## src/source/alu_pkg.sv

```systemverilog
`default_nettype none

package alu_pkg;

    // operand and result width
    localparam int data_width = 32;

    // shift amount covers 0..31
    localparam int shift_width = 5;

    // one iteration per operand bit
    localparam int muldiv_steps = 32;

    typedef logic [data_width-1:0] alu_word_t;

    // opcode field of the execute stage
    typedef enum logic [3:0] {
        op_add = 4'd0,
        op_sub = 4'd1,
        op_and = 4'd2,
        op_or  = 4'd3,
        op_sll = 4'd4,
        op_sra = 4'd5,
        op_mul = 4'd6,
        op_div = 4'd7,
        op_xor = 4'd8
    } alu_op_e;

    // handshake controller
    // idle accepts, mul and div wait on a unit, hold presents the result
    typedef enum logic [1:0] {
        st_idle = 2'd0,
        st_mul  = 2'd1,
        st_div  = 2'd2,
        st_hold = 2'd3
    } alu_state_e;

endpackage

`default_nettype wire

```

## src/source/cla_adder.sv

```systemverilog
`default_nettype none

module cla_adder (
    input  wire alu_pkg::alu_word_t a,
    input  wire alu_pkg::alu_word_t b,
    input  wire logic               carry_in,
    output alu_pkg::alu_word_t      sum,
    output alu_pkg::alu_word_t      and_out,
    output alu_pkg::alu_word_t      or_out,
    output logic                    carry_out
);
    import alu_pkg::*;

    // per-bit generate and propagate
    alu_word_t gen;
    alu_word_t prop;
    // carry into every bit position
    alu_word_t carry;

    // 4-bit groups, eight of them for a 32-bit word
    logic [data_width/4-1:0] grp_gen;
    logic [data_width/4-1:0] grp_prop;
    logic [data_width/4:0]   grp_carry;

    assign gen  = a & b;
    assign prop = a | b;

    // logic ops come straight from g and p
    assign and_out = gen;
    assign or_out  = prop;

    // first level, group g and p
    always_comb begin
        for (int grp = 0; grp < data_width / 4; grp++) begin
            grp_prop[grp] = &prop[grp*4 +: 4];
            grp_gen[grp]  = gen[grp*4+3]
                          | (prop[grp*4+3] & gen[grp*4+2])
                          | (prop[grp*4+3] & prop[grp*4+2] & gen[grp*4+1])
                          | (&prop[grp*4+1 +: 3] & gen[grp*4]);
        end
    end

    // second level
    // every group carry is a flat sum of products over all lower groups
    always_comb begin
        logic term;
        logic span;
        grp_carry[0] = carry_in;
        for (int i = 0; i < data_width / 4; i++) begin
            term = 1'b0;
            span = 1'b1;
            for (int j = i; j >= 0; j--) begin
                term = term | (span & grp_gen[j]);
                span = span & grp_prop[j];
            end
            grp_carry[i+1] = term | (span & carry_in);
        end
    end

    // bit carries inside each group, again without rippling
    always_comb begin
        logic term;
        logic span;
        for (int grp = 0; grp < data_width / 4; grp++) begin
            for (int k = 0; k < 4; k++) begin
                term = 1'b0;
                span = 1'b1;
                for (int j = k - 1; j >= 0; j--) begin
                    term = term | (span & gen[grp*4+j]);
                    span = span & prop[grp*4+j];
                end
                carry[grp*4+k] = term | (span & grp_carry[grp]);
            end
        end
    end

    // half-sum from the raw inputs, p here is the OR form
    assign sum       = a ^ b ^ carry;
    assign carry_out = grp_carry[data_width/4];

endmodule

`default_nettype wire

```

## src/source/barrel_shifter.sv

```systemverilog
`default_nettype none

module barrel_shifter (
    input  wire alu_pkg::alu_word_t               value,
    input  wire logic [alu_pkg::shift_width-1:0]  shift_amount,
    output alu_pkg::alu_word_t                    left_logical,
    output alu_pkg::alu_word_t                    right_arith
);
    import alu_pkg::*;

    // stage 0 is the input, stage shift_width the final value
    alu_word_t left_stage  [0:shift_width];
    alu_word_t right_stage [0:shift_width];

    assign left_stage[0]  = value;
    assign right_stage[0] = value;

    // log shifter
    // stage s moves by 2**s when bit s of the amount is set
    for (genvar s = 0; s < shift_width; s++) begin : g_stage

        // left chain, zeros enter at the bottom
        assign left_stage[s+1] = shift_amount[s]
            ? {left_stage[s][data_width-1-(2**s):0], {(2**s){1'b0}}}
            : left_stage[s];

        // right chain, copies of the sign enter at the top
        assign right_stage[s+1] = shift_amount[s]
            ? {{(2**s){right_stage[s][data_width-1]}},
               right_stage[s][data_width-1:2**s]}
            : right_stage[s];

    end

    // both chains run in parallel
    // alu picks the one it needs
    assign left_logical = left_stage[shift_width];
    assign right_arith  = right_stage[shift_width];

endmodule

`default_nettype wire

```

## src/source/multiplier.sv

```systemverilog
`default_nettype none

module multiplier (
    input  wire logic               clock,
    input  wire logic               arst_n,
    input  wire logic               start,
    input  wire alu_pkg::alu_word_t multiplicand,
    input  wire alu_pkg::alu_word_t multiplier_in,
    output logic                    done,
    output alu_pkg::alu_word_t      product,
    output logic                    overflow
);
    import alu_pkg::*;

    logic                              busy;
    logic                              negate;
    logic [$clog2(muldiv_steps)-1:0]   step;
    logic                              last_step;

    // magnitudes, taken at start
    alu_word_t mcand_in_mag;
    alu_word_t mplier_in_mag;
    alu_word_t mcand_mag;

    // upper half is the running sum, lower half the multiplier bits left
    logic [2*data_width-1:0] acc;
    logic [2*data_width-1:0] acc_next;
    logic [data_width:0]     upper_sum;

    // the most-negative value maps to itself, still right as unsigned
    assign mcand_in_mag  = multiplicand[data_width-1] ? -multiplicand : multiplicand;
    assign mplier_in_mag = multiplier_in[data_width-1] ? -multiplier_in : multiplier_in;

    // add the multiplicand when the current multiplier bit is set
    assign upper_sum = {1'b0, acc[2*data_width-1:data_width]}
                     + {1'b0, mcand_mag & {data_width{acc[0]}}};
    // then shift right one, carry drops into the top
    assign acc_next  = {upper_sum, acc[data_width-1:1]};

    assign last_step = busy && (step == muldiv_steps - 1);

    always_ff @(posedge clock or negedge arst_n) begin
        if (!arst_n) begin
            busy   <= 1'b0;
            done   <= 1'b0;
            negate <= 1'b0;
            step   <= '0;
        end else begin
            done <= 1'b0;
            if (start) begin
                busy   <= 1'b1;
                step   <= '0;
                negate <= multiplicand[data_width-1] ^ multiplier_in[data_width-1];
            end else if (busy) begin
                step <= step + 1'b1;
                if (last_step) begin
                    busy <= 1'b0;
                    done <= 1'b1;
                end
            end
        end
    end

    always_ff @(posedge clock) begin
        if (start) begin
            mcand_mag <= mcand_in_mag;
            acc       <= {{data_width{1'b0}}, mplier_in_mag};
        end else if (busy) begin
            // sign goes on together with the final add
            if (last_step && negate) begin
                acc <= -acc_next;
            end else begin
                acc <= acc_next;
            end
        end
    end

    assign product = acc[data_width-1:0];

    // top 33 bits must all match the sign of the low word
    assign overflow = !((&acc[2*data_width-1:data_width-1])
                     || (~|acc[2*data_width-1:data_width-1]));

    // alu only starts a unit from idle
    a_no_restart: assert property (@(posedge clock) disable iff (!arst_n)
        start |-> !busy);

endmodule

`default_nettype wire

```

## src/source/divider.sv

```systemverilog
`default_nettype none

module divider (
    input  wire logic               clock,
    input  wire logic               arst_n,
    input  wire logic               start,
    input  wire alu_pkg::alu_word_t dividend,
    input  wire alu_pkg::alu_word_t divisor,
    output logic                    done,
    output alu_pkg::alu_word_t      quotient,
    output logic                    divide_by_zero
);
    import alu_pkg::*;

    logic                            busy;
    // extra cycle after the last step for the sign
    logic                            fixup;
    logic                            negate;
    logic                            zero_div;
    logic [$clog2(muldiv_steps)-1:0] step;
    logic                            last_step;

    alu_word_t dividend_mag;
    alu_word_t divisor_mag;
    alu_word_t dvs_mag;
    // partial remainder
    alu_word_t rem;
    // dividend bits shift out the top, quotient bits shift in the bottom
    alu_word_t quo;
    // trial subtract, top bit is the borrow
    logic [data_width+1:0] trial;

    assign dividend_mag = dividend[data_width-1] ? -dividend : dividend;
    assign divisor_mag  = divisor[data_width-1] ? -divisor : divisor;

    // bring down the next dividend bit and try the subtract
    assign trial = {1'b0, rem, quo[data_width-1]} - {2'b00, dvs_mag};

    assign last_step = busy && !fixup && (step == muldiv_steps - 1);

    always_ff @(posedge clock or negedge arst_n) begin
        if (!arst_n) begin
            busy     <= 1'b0;
            fixup    <= 1'b0;
            done     <= 1'b0;
            negate   <= 1'b0;
            zero_div <= 1'b0;
            step     <= '0;
        end else begin
            done <= 1'b0;
            if (start) begin
                busy     <= 1'b1;
                fixup    <= 1'b0;
                step     <= '0;
                // quotient sign, truncation toward zero
                negate   <= dividend[data_width-1] ^ divisor[data_width-1];
                zero_div <= (divisor == '0);
            end else if (fixup) begin
                fixup <= 1'b0;
                busy  <= 1'b0;
                done  <= 1'b1;
            end else if (busy) begin
                step <= step + 1'b1;
                if (last_step) begin
                    fixup <= 1'b1;
                end
            end
        end
    end

    always_ff @(posedge clock) begin
        if (start) begin
            dvs_mag <= divisor_mag;
            rem     <= '0;
            quo     <= dividend_mag;
        end else if (fixup) begin
            // zero divisor ran all steps anyway, all ones get dropped here
            if (zero_div) begin
                quo <= '0;
            end else if (negate) begin
                quo <= -quo;
            end
        end else if (busy) begin
            if (!trial[data_width+1]) begin
                rem <= trial[data_width-1:0];
                quo <= {quo[data_width-2:0], 1'b1};
            end else begin
                // restore, keep the shifted remainder
                rem <= {rem[data_width-2:0], quo[data_width-1]};
                quo <= {quo[data_width-2:0], 1'b0};
            end
        end
    end

    assign quotient       = quo;
    assign divide_by_zero = zero_div;

    // alu only starts a unit from idle
    a_no_restart: assert property (@(posedge clock) disable iff (!arst_n)
        start |-> !busy);

endmodule

`default_nettype wire

```

## src/source/alu.sv

```systemverilog
`default_nettype none

module alu (
    input  wire logic                            clock,
    input  wire logic                            arst_n,
    input  wire logic                            in_valid,
    output logic                                 in_ready,
    input  wire alu_pkg::alu_op_e                op,
    input  wire alu_pkg::alu_word_t              operand_a,
    input  wire alu_pkg::alu_word_t              operand_b,
    input  wire logic [alu_pkg::shift_width-1:0] shift_amount,
    output logic                                 out_valid,
    input  wire logic                            out_ready,
    output alu_pkg::alu_word_t                   result,
    output logic                                 not_equal,
    output logic                                 less_than,
    output logic                                 overflow
);
    import alu_pkg::*;

    alu_state_e             state;
    logic                   accept;
    logic                   res_valid;
    logic                   load_result;
    logic                   mul_start;
    logic                   div_start;

    // operation latched at acceptance
    alu_op_e                op_q;
    alu_word_t              a_q;
    alu_word_t              b_q;
    logic [shift_width-1:0] shamt_q;

    alu_word_t adder_b, add_sum, and_res, or_res, sll_res, sra_res;
    logic      adder_cin, adder_cout, add_ovf;
    alu_word_t mul_product, div_quotient;
    logic      mul_done, mul_ovf, div_done, div_zero, div_wrap;

    alu_word_t next_result;
    logic      next_ne, next_lt, next_ovf;

    assign accept = in_valid && in_ready;

    always_ff @(posedge clock) begin
        if (accept) begin
            op_q    <= op;
            a_q     <= operand_a;
            b_q     <= operand_b;
            shamt_q <= shift_amount;
        end
    end

    // subtract as a + ~b + 1
    assign adder_cin = (op_q == op_sub);
    assign adder_b   = adder_cin ? ~b_q : b_q;

    cla_adder u_adder (
        .a         (a_q),
        .b         (adder_b),
        .carry_in  (adder_cin),
        .sum       (add_sum),
        .and_out   (and_res),
        .or_out    (or_res),
        .carry_out (adder_cout)
    );

    barrel_shifter u_shifter (
        .value        (a_q),
        .shift_amount (shamt_q),
        .left_logical (sll_res),
        .right_arith  (sra_res)
    );

    multiplier u_multiplier (
        .clock         (clock),
        .arst_n        (arst_n),
        .start         (mul_start),
        .multiplicand  (a_q),
        .multiplier_in (b_q),
        .done          (mul_done),
        .product       (mul_product),
        .overflow      (mul_ovf)
    );

    divider u_divider (
        .clock          (clock),
        .arst_n         (arst_n),
        .start          (div_start),
        .dividend       (a_q),
        .divisor        (b_q),
        .done           (div_done),
        .quotient       (div_quotient),
        .divide_by_zero (div_zero)
    );

    // carry into msb xor carry out of msb
    assign add_ovf = a_q[data_width-1] ^ adder_b[data_width-1]
                   ^ add_sum[data_width-1] ^ adder_cout;

    // most-negative / -1 wraps to itself
    assign div_wrap = (a_q == {1'b1, {(data_width-1){1'b0}}}) && (&b_q);

    // result mux
    always_comb begin
        next_result = '0;
        next_ne     = 1'b0;
        next_lt     = 1'b0;
        next_ovf    = 1'b0;
        case (op_q)
            op_add, op_sub: begin
                next_result = add_sum;
                next_ne     = |add_sum;
                // a sign flipped by overflow reverses the compare
                next_lt     = add_sum[data_width-1] ^ add_ovf;
                next_ovf    = add_ovf;
            end
            op_and: next_result = and_res;
            op_or:  next_result = or_res;
            op_xor: next_result = a_q ^ b_q;
            op_sll: next_result = sll_res;
            op_sra: next_result = sra_res;
            op_mul: begin
                next_result = mul_product;
                next_ovf    = mul_ovf;
            end
            op_div: begin
                next_result = div_quotient;
                next_ovf    = div_zero || div_wrap;
            end
            default: next_result = '0;
        endcase
    end

    // single-cycle ops land one cycle into hold, mul and div on done
    assign load_result = ((state == st_hold) && !res_valid)
                      || ((state == st_mul) && mul_done)
                      || ((state == st_div) && div_done);

    always_ff @(posedge clock or negedge arst_n) begin
        if (!arst_n) begin
            state     <= st_idle;
            mul_start <= 1'b0;
            div_start <= 1'b0;
            res_valid <= 1'b0;
        end else begin
            mul_start <= 1'b0;
            div_start <= 1'b0;
            case (state)
                st_idle: begin
                    if (accept) begin
                        if (op == op_mul) begin
                            state     <= st_mul;
                            mul_start <= 1'b1;
                        end else if (op == op_div) begin
                            state     <= st_div;
                            div_start <= 1'b1;
                        end else begin
                            state <= st_hold;
                        end
                    end
                end
                st_mul:  if (mul_done) state <= st_hold;
                st_div:  if (div_done) state <= st_hold;
                st_hold: if (res_valid && out_ready) state <= st_idle;
            endcase
            if (load_result) begin
                res_valid <= 1'b1;
            end else if (res_valid && out_ready) begin
                res_valid <= 1'b0;
            end
        end
    end

    // output register
    always_ff @(posedge clock) begin
        if (load_result) begin
            result    <= next_result;
            not_equal <= next_ne;
            less_than <= next_lt;
            overflow  <= next_ovf;
        end
    end

    assign in_ready  = (state == st_idle);
    assign out_valid = res_valid;

    a_op_legal: assert property (@(posedge clock) disable iff (!arst_n)
        in_valid |-> (op <= op_xor));

    a_out_stable: assert property (@(posedge clock) disable iff (!arst_n)
        out_valid && !out_ready |=> out_valid && $stable(result)
            && $stable({not_equal, less_than, overflow}));

endmodule

`default_nettype wire

```

## config.mk

```make
export PLATFORM = sky130hd
export DESIGN_NAME = alu
export DESIGN_NICKNAME = d
export VERILOG_FILES = /design/src/source/alu_pkg.sv /design/src/source/cla_adder.sv /design/src/source/barrel_shifter.sv /design/src/source/multiplier.sv /design/src/source/divider.sv /design/src/source/alu.sv
export SDC_FILE = /design/constraint.sdc
export NUM_CORES = 1
export LEC_CHECK = 0
export ABC_AREA = 1
export BUFFER_PORTS_ARGS = -buffer_cell sky130_fd_sc_hd__clkbuf_2
export CAP_MARGIN = 20
export CORE_MARGIN = 1.5
export CORE_UTILIZATION = 30
export DETAILED_ROUTE_END_ITERATION = 8
export GPL_TIMING_DRIVEN = 0
export RECOVER_POWER = 100
export REMOVE_ABC_BUFFERS = 1
export SYNTH_ARGS = -nofsm -noshare
export SYNTH_HDL_FRONTEND = slang
export SYNTH_SLANG_ARGS = --single-unit
```

## constraint.sdc

```tcl
create_clock -name clock -period 6.2 [get_ports clock]
set_input_delay 0.62 -clock clock [delete_from_list [all_inputs] [get_ports clock]]
set_output_delay 0.62 -clock clock [all_outputs]
set_load 0.05 [all_outputs]
```

==> impl_metrics.ini <==
[grt]
antenna_found_initial = 0
grt_pass1_wl_um = 160000
grt_pass1_vias = 26500
grt-ovfl-total = 0
grt_usage_pct = 21.9
grt_max_degree = 79

[pwr]
leakage_nw = 14.3
ir_worst_vdd_mv = 0.242
power.density_mw_per_mm2 = 449
fin_total_pwr_w = 0.0141

[synth]
async_flop_share_pct = 7.12
synthAdderAreaFrac_pct = 6.85
yosysTopAreaCell = edfxtp_1
synth-edff-count = 236
yosysWarnings = 0
synth_area_per_cell_um2 = 6.79
netlist_area_mm2 = 0.0280
synth_simple_gate_area_share_pct = 29.6
synth_top_family_by_area = simple AND/OR/NAND/NOR gates
synth_compound_gate_area_share_pct = 15.7
seq_area_frac_synth_pct = 31.9
syn_inst = 4125
synthXorXnorAreaFrac_pct = 4.94
synth_top_area_share_pct = 25.3
ys_dominant_reg_cell = edfxtp_1
synthDistinctLibCells = 63
synth_area_leaders = edfxtp_1 (25%), nand2_1 (15%), inv_1 (8.1%), ha_1 (6.2%), o21ai_0 (5.3%)
synth-seq-cells = 323
synth_mux_area_share_pct = 0.322

[finish]
layout-drive-gt1-share_pct = 6.28
diodes = 0
fin_nets = 4387
fin_area_mm2 = 0.0313
fillers = 9981
fin_util_pct = 34.0
area_growth_pct = 11.8

[worst_setup_path]
r2r-start = op_q[3]
r2r_setup_slack_ns = 0.33
cp_data_arrival_time_ns = 6.20
crit_path_end = not_equal
cp-end-kind = flip-flop
worstSetupStartpointType = flip-flop
cp_max_fo = 20
path_common_cell = nand2_1
cp-startpoint = op_q[3]
slowest_delay_ns = 0.51
rr_worst_depth = 31
crit_slowest_cell = fa_1
crit_type = flip-flop to flip-flop
worstReg2RegEnd = not_equal
worstPathRequired_ns = 6.53

[routing]
drt_iter0_drc = 2673
drc = 0
vias = 28100
drtPass1Iterations = 5
drt-total-wl_um = 106000
postRouteAntennaNets = 0
wl_per_cell_um = 19.5
routed_via_density = 5.17

[die]
core_mm2 = 0.0921
io_pins = 114
fp.dieH_um = 309
rows = 111
initial_core_util_pct = 30.4
die_width_um = 309
die_area_mm2 = 0.0952

[clock_network]
holdBufCountCts = 0
clockRootBuffer = clkbuf_16
cts_buffers = 37
cts_tree = yes
cts.sinks = 323
htreeDepth = 2
insertion_delay_ns = 0.59
clkTransAtPathRegs_ns = 0.06
cts_max_path_buffers = 3

[sta]
tightest_slew_ns = 4.01
maxSlewHeadroom_pct = -168
skew_ns = 0.0381
fmax_ghz = 0.170
hold_viol_final = 0
min_period_over_period_pct = 94.7
period_minus_slack_ns = 5.87
drv_slew = 388
layout_setup_ws_ns = 0.328
setup_violations = 0

[outcome]
status = complete, but fails checks
violations = capacitance limit, slew limit

[run]
drv_cap = 9

[place]
place_ws_ns = -0.688
placed_area_mm2 = 0.0302
gp_congestion = 1.01
portBuffers = 113
dp_hpwl_um = 84300

[hold_path]
hold_class = input pin to flip-flop
-- worst max-delay path, delay by kind of cell (launching register included) --
kind,cells,cell delay [ns]
buffers and inverters,4,0.50
AO/OA/AOI/OAI,2,0.39
AND/OR/NAND/NOR,22,3.45
flip-flops,1,0.44
adder cells (fa/ha/maj),2,0.74
XOR/XNOR,1,0.11
-- worst min path at each step --
| stage | start | end | slack (ns) | depth (start not counted) |
|---|---|---|---|---|
| 2_1_floorplan | arst_n | div_start | 0.32 | 0 |
| 3_3_place_gp | u_divider.step[3] | u_divider.step[3] | 0.45 | 1 |
| 3_5_place_dp | u_divider.rem[20] | u_divider.rem[20] | 0.46 | 2 |
| 4_1_cts | arst_n | u_multiplier.step[0] | 0.12 | 1 |
| 5_1_grt | operand_a[23] | a_q[23] | 0.19 | 1 |
| 6_report | operand_a[22] | a_q[22] | 0.21 | 1 |
-- registers in the layout, summed over array words and instances, names as in the netlist, 2 cells and up --
register,count
u_divider.quotient,32
u_multiplier.mcand_mag,32
u_divider.rem,32
u_divider.dvs_mag,32
result,32
state,2
u_divider.step,5
a_q,32
b_q,32
u_multiplier.acc,64
shamt_q,5
op_q,4
u_multiplier.step,5
-- synthesized netlist by cell type (44+ instances only) --
cell type	count
nand4_1	63
clkbuf_1	120
o21ai_0	299
o22ai_1	44
xor2_1	119
nor2_1	352
edfxtp_1	236
dfxtp_1	64
nand3_1	224
a21oi_1	219
nand2_1	1112
nor3_1	50
inv_1	604
ha_1	139
-- stage by stage --
step	TNS (ns)	instances	hold WS (ns)
2_1_floorplan	0	3967	0.324
3_3_place_gp	-85.49	5323	0.452
3_5_place_dp	-0.886	5356	0.459
4_1_cts	0	5429	0.122
5_1_grt	-0.0151	5434	0.187
6_report	0	5434	0.207
-- layer usage --
| layer | track usage (%) | vias up | wire length [µm] |
|---|---|---|---|
| met5 | 0 | - | 0 |
| met4 | 8.16 | 0 | 4210 |
| met3 | 2.62 | 193 | 7190 |
| met2 | 36.2 | 1069 | 48400 |
| met1 | 29.3 | 13100 | 46100 |
| li1 | - | 13700 | - |
-- layout by cell type (no fill, tap or decap), types with 22 or more instances in the layout --
| master | instances |
|---|---|
| nand2_1 | 1112 |
| inv_1 | 602 |
| nor2_1 | 352 |
| o21ai_0 | 311 |
| edfxtp_1 | 236 |
| nand3_1 | 227 |
| a21oi_1 | 219 |
| ha_1 | 139 |
| xor2_1 | 119 |
| clkbuf_2 | 68 |
| dfxtp_1 | 64 |
| nand4_1 | 63 |
| clkbuf_1 | 57 |
| nor3_1 | 56 |
| o22ai_1 | 44 |
| o211ai_1 | 39 |
| xnor2_1 | 39 |
| clkbuf_16 | 38 |
| nor4_1 | 24 |
| nor2_2 | 24 |
| nand2_2 | 24 |
| dfrtp_1 | 22 |
-- final cells by class --
type / instances / area, µm² / area share (%)
Tap cell: 1243 / 1560 / 4.97
Clock buffer: 45 / 1020 / 3.25
Clock inverter: 23 / 249 / 0.795
Timing Repair Buffer: 156 / 1130 / 3.61
Multi-Input combinational cell: 3021 / 16100 / 51.3
Sequential cell: 323 / 8950 / 28.6
Inverter: 623 / 2340 / 7.48
-- timing repair --
action                     in CTS  in global routing
setup endpoints to repair       2                  1
buffers inserted                5                  0
resized for setup               1                  2
pin swaps                       1                  0
-- power breakdown --
part           switching [W]  internal (W)
combinational        0.00532       0.00236
clock                0.00100       0.00132
sequential          0.000838       0.00321
total                0.00716       0.00689
-- logic make-up (layout without fill, tap and decap cells) --
logic type               after synthesis  count (layout)
AND/OR/NAND/NOR                     1942            1942
flip-flops                           323             323
XOR/XNOR                             158             158
multiplexers                           9               9
AO/OA/AOI/OAI                        764             764
adder cells (fa/ha/maj)              148             148
buffers and inverters                781             847
(Power assumes the default switching activity.)
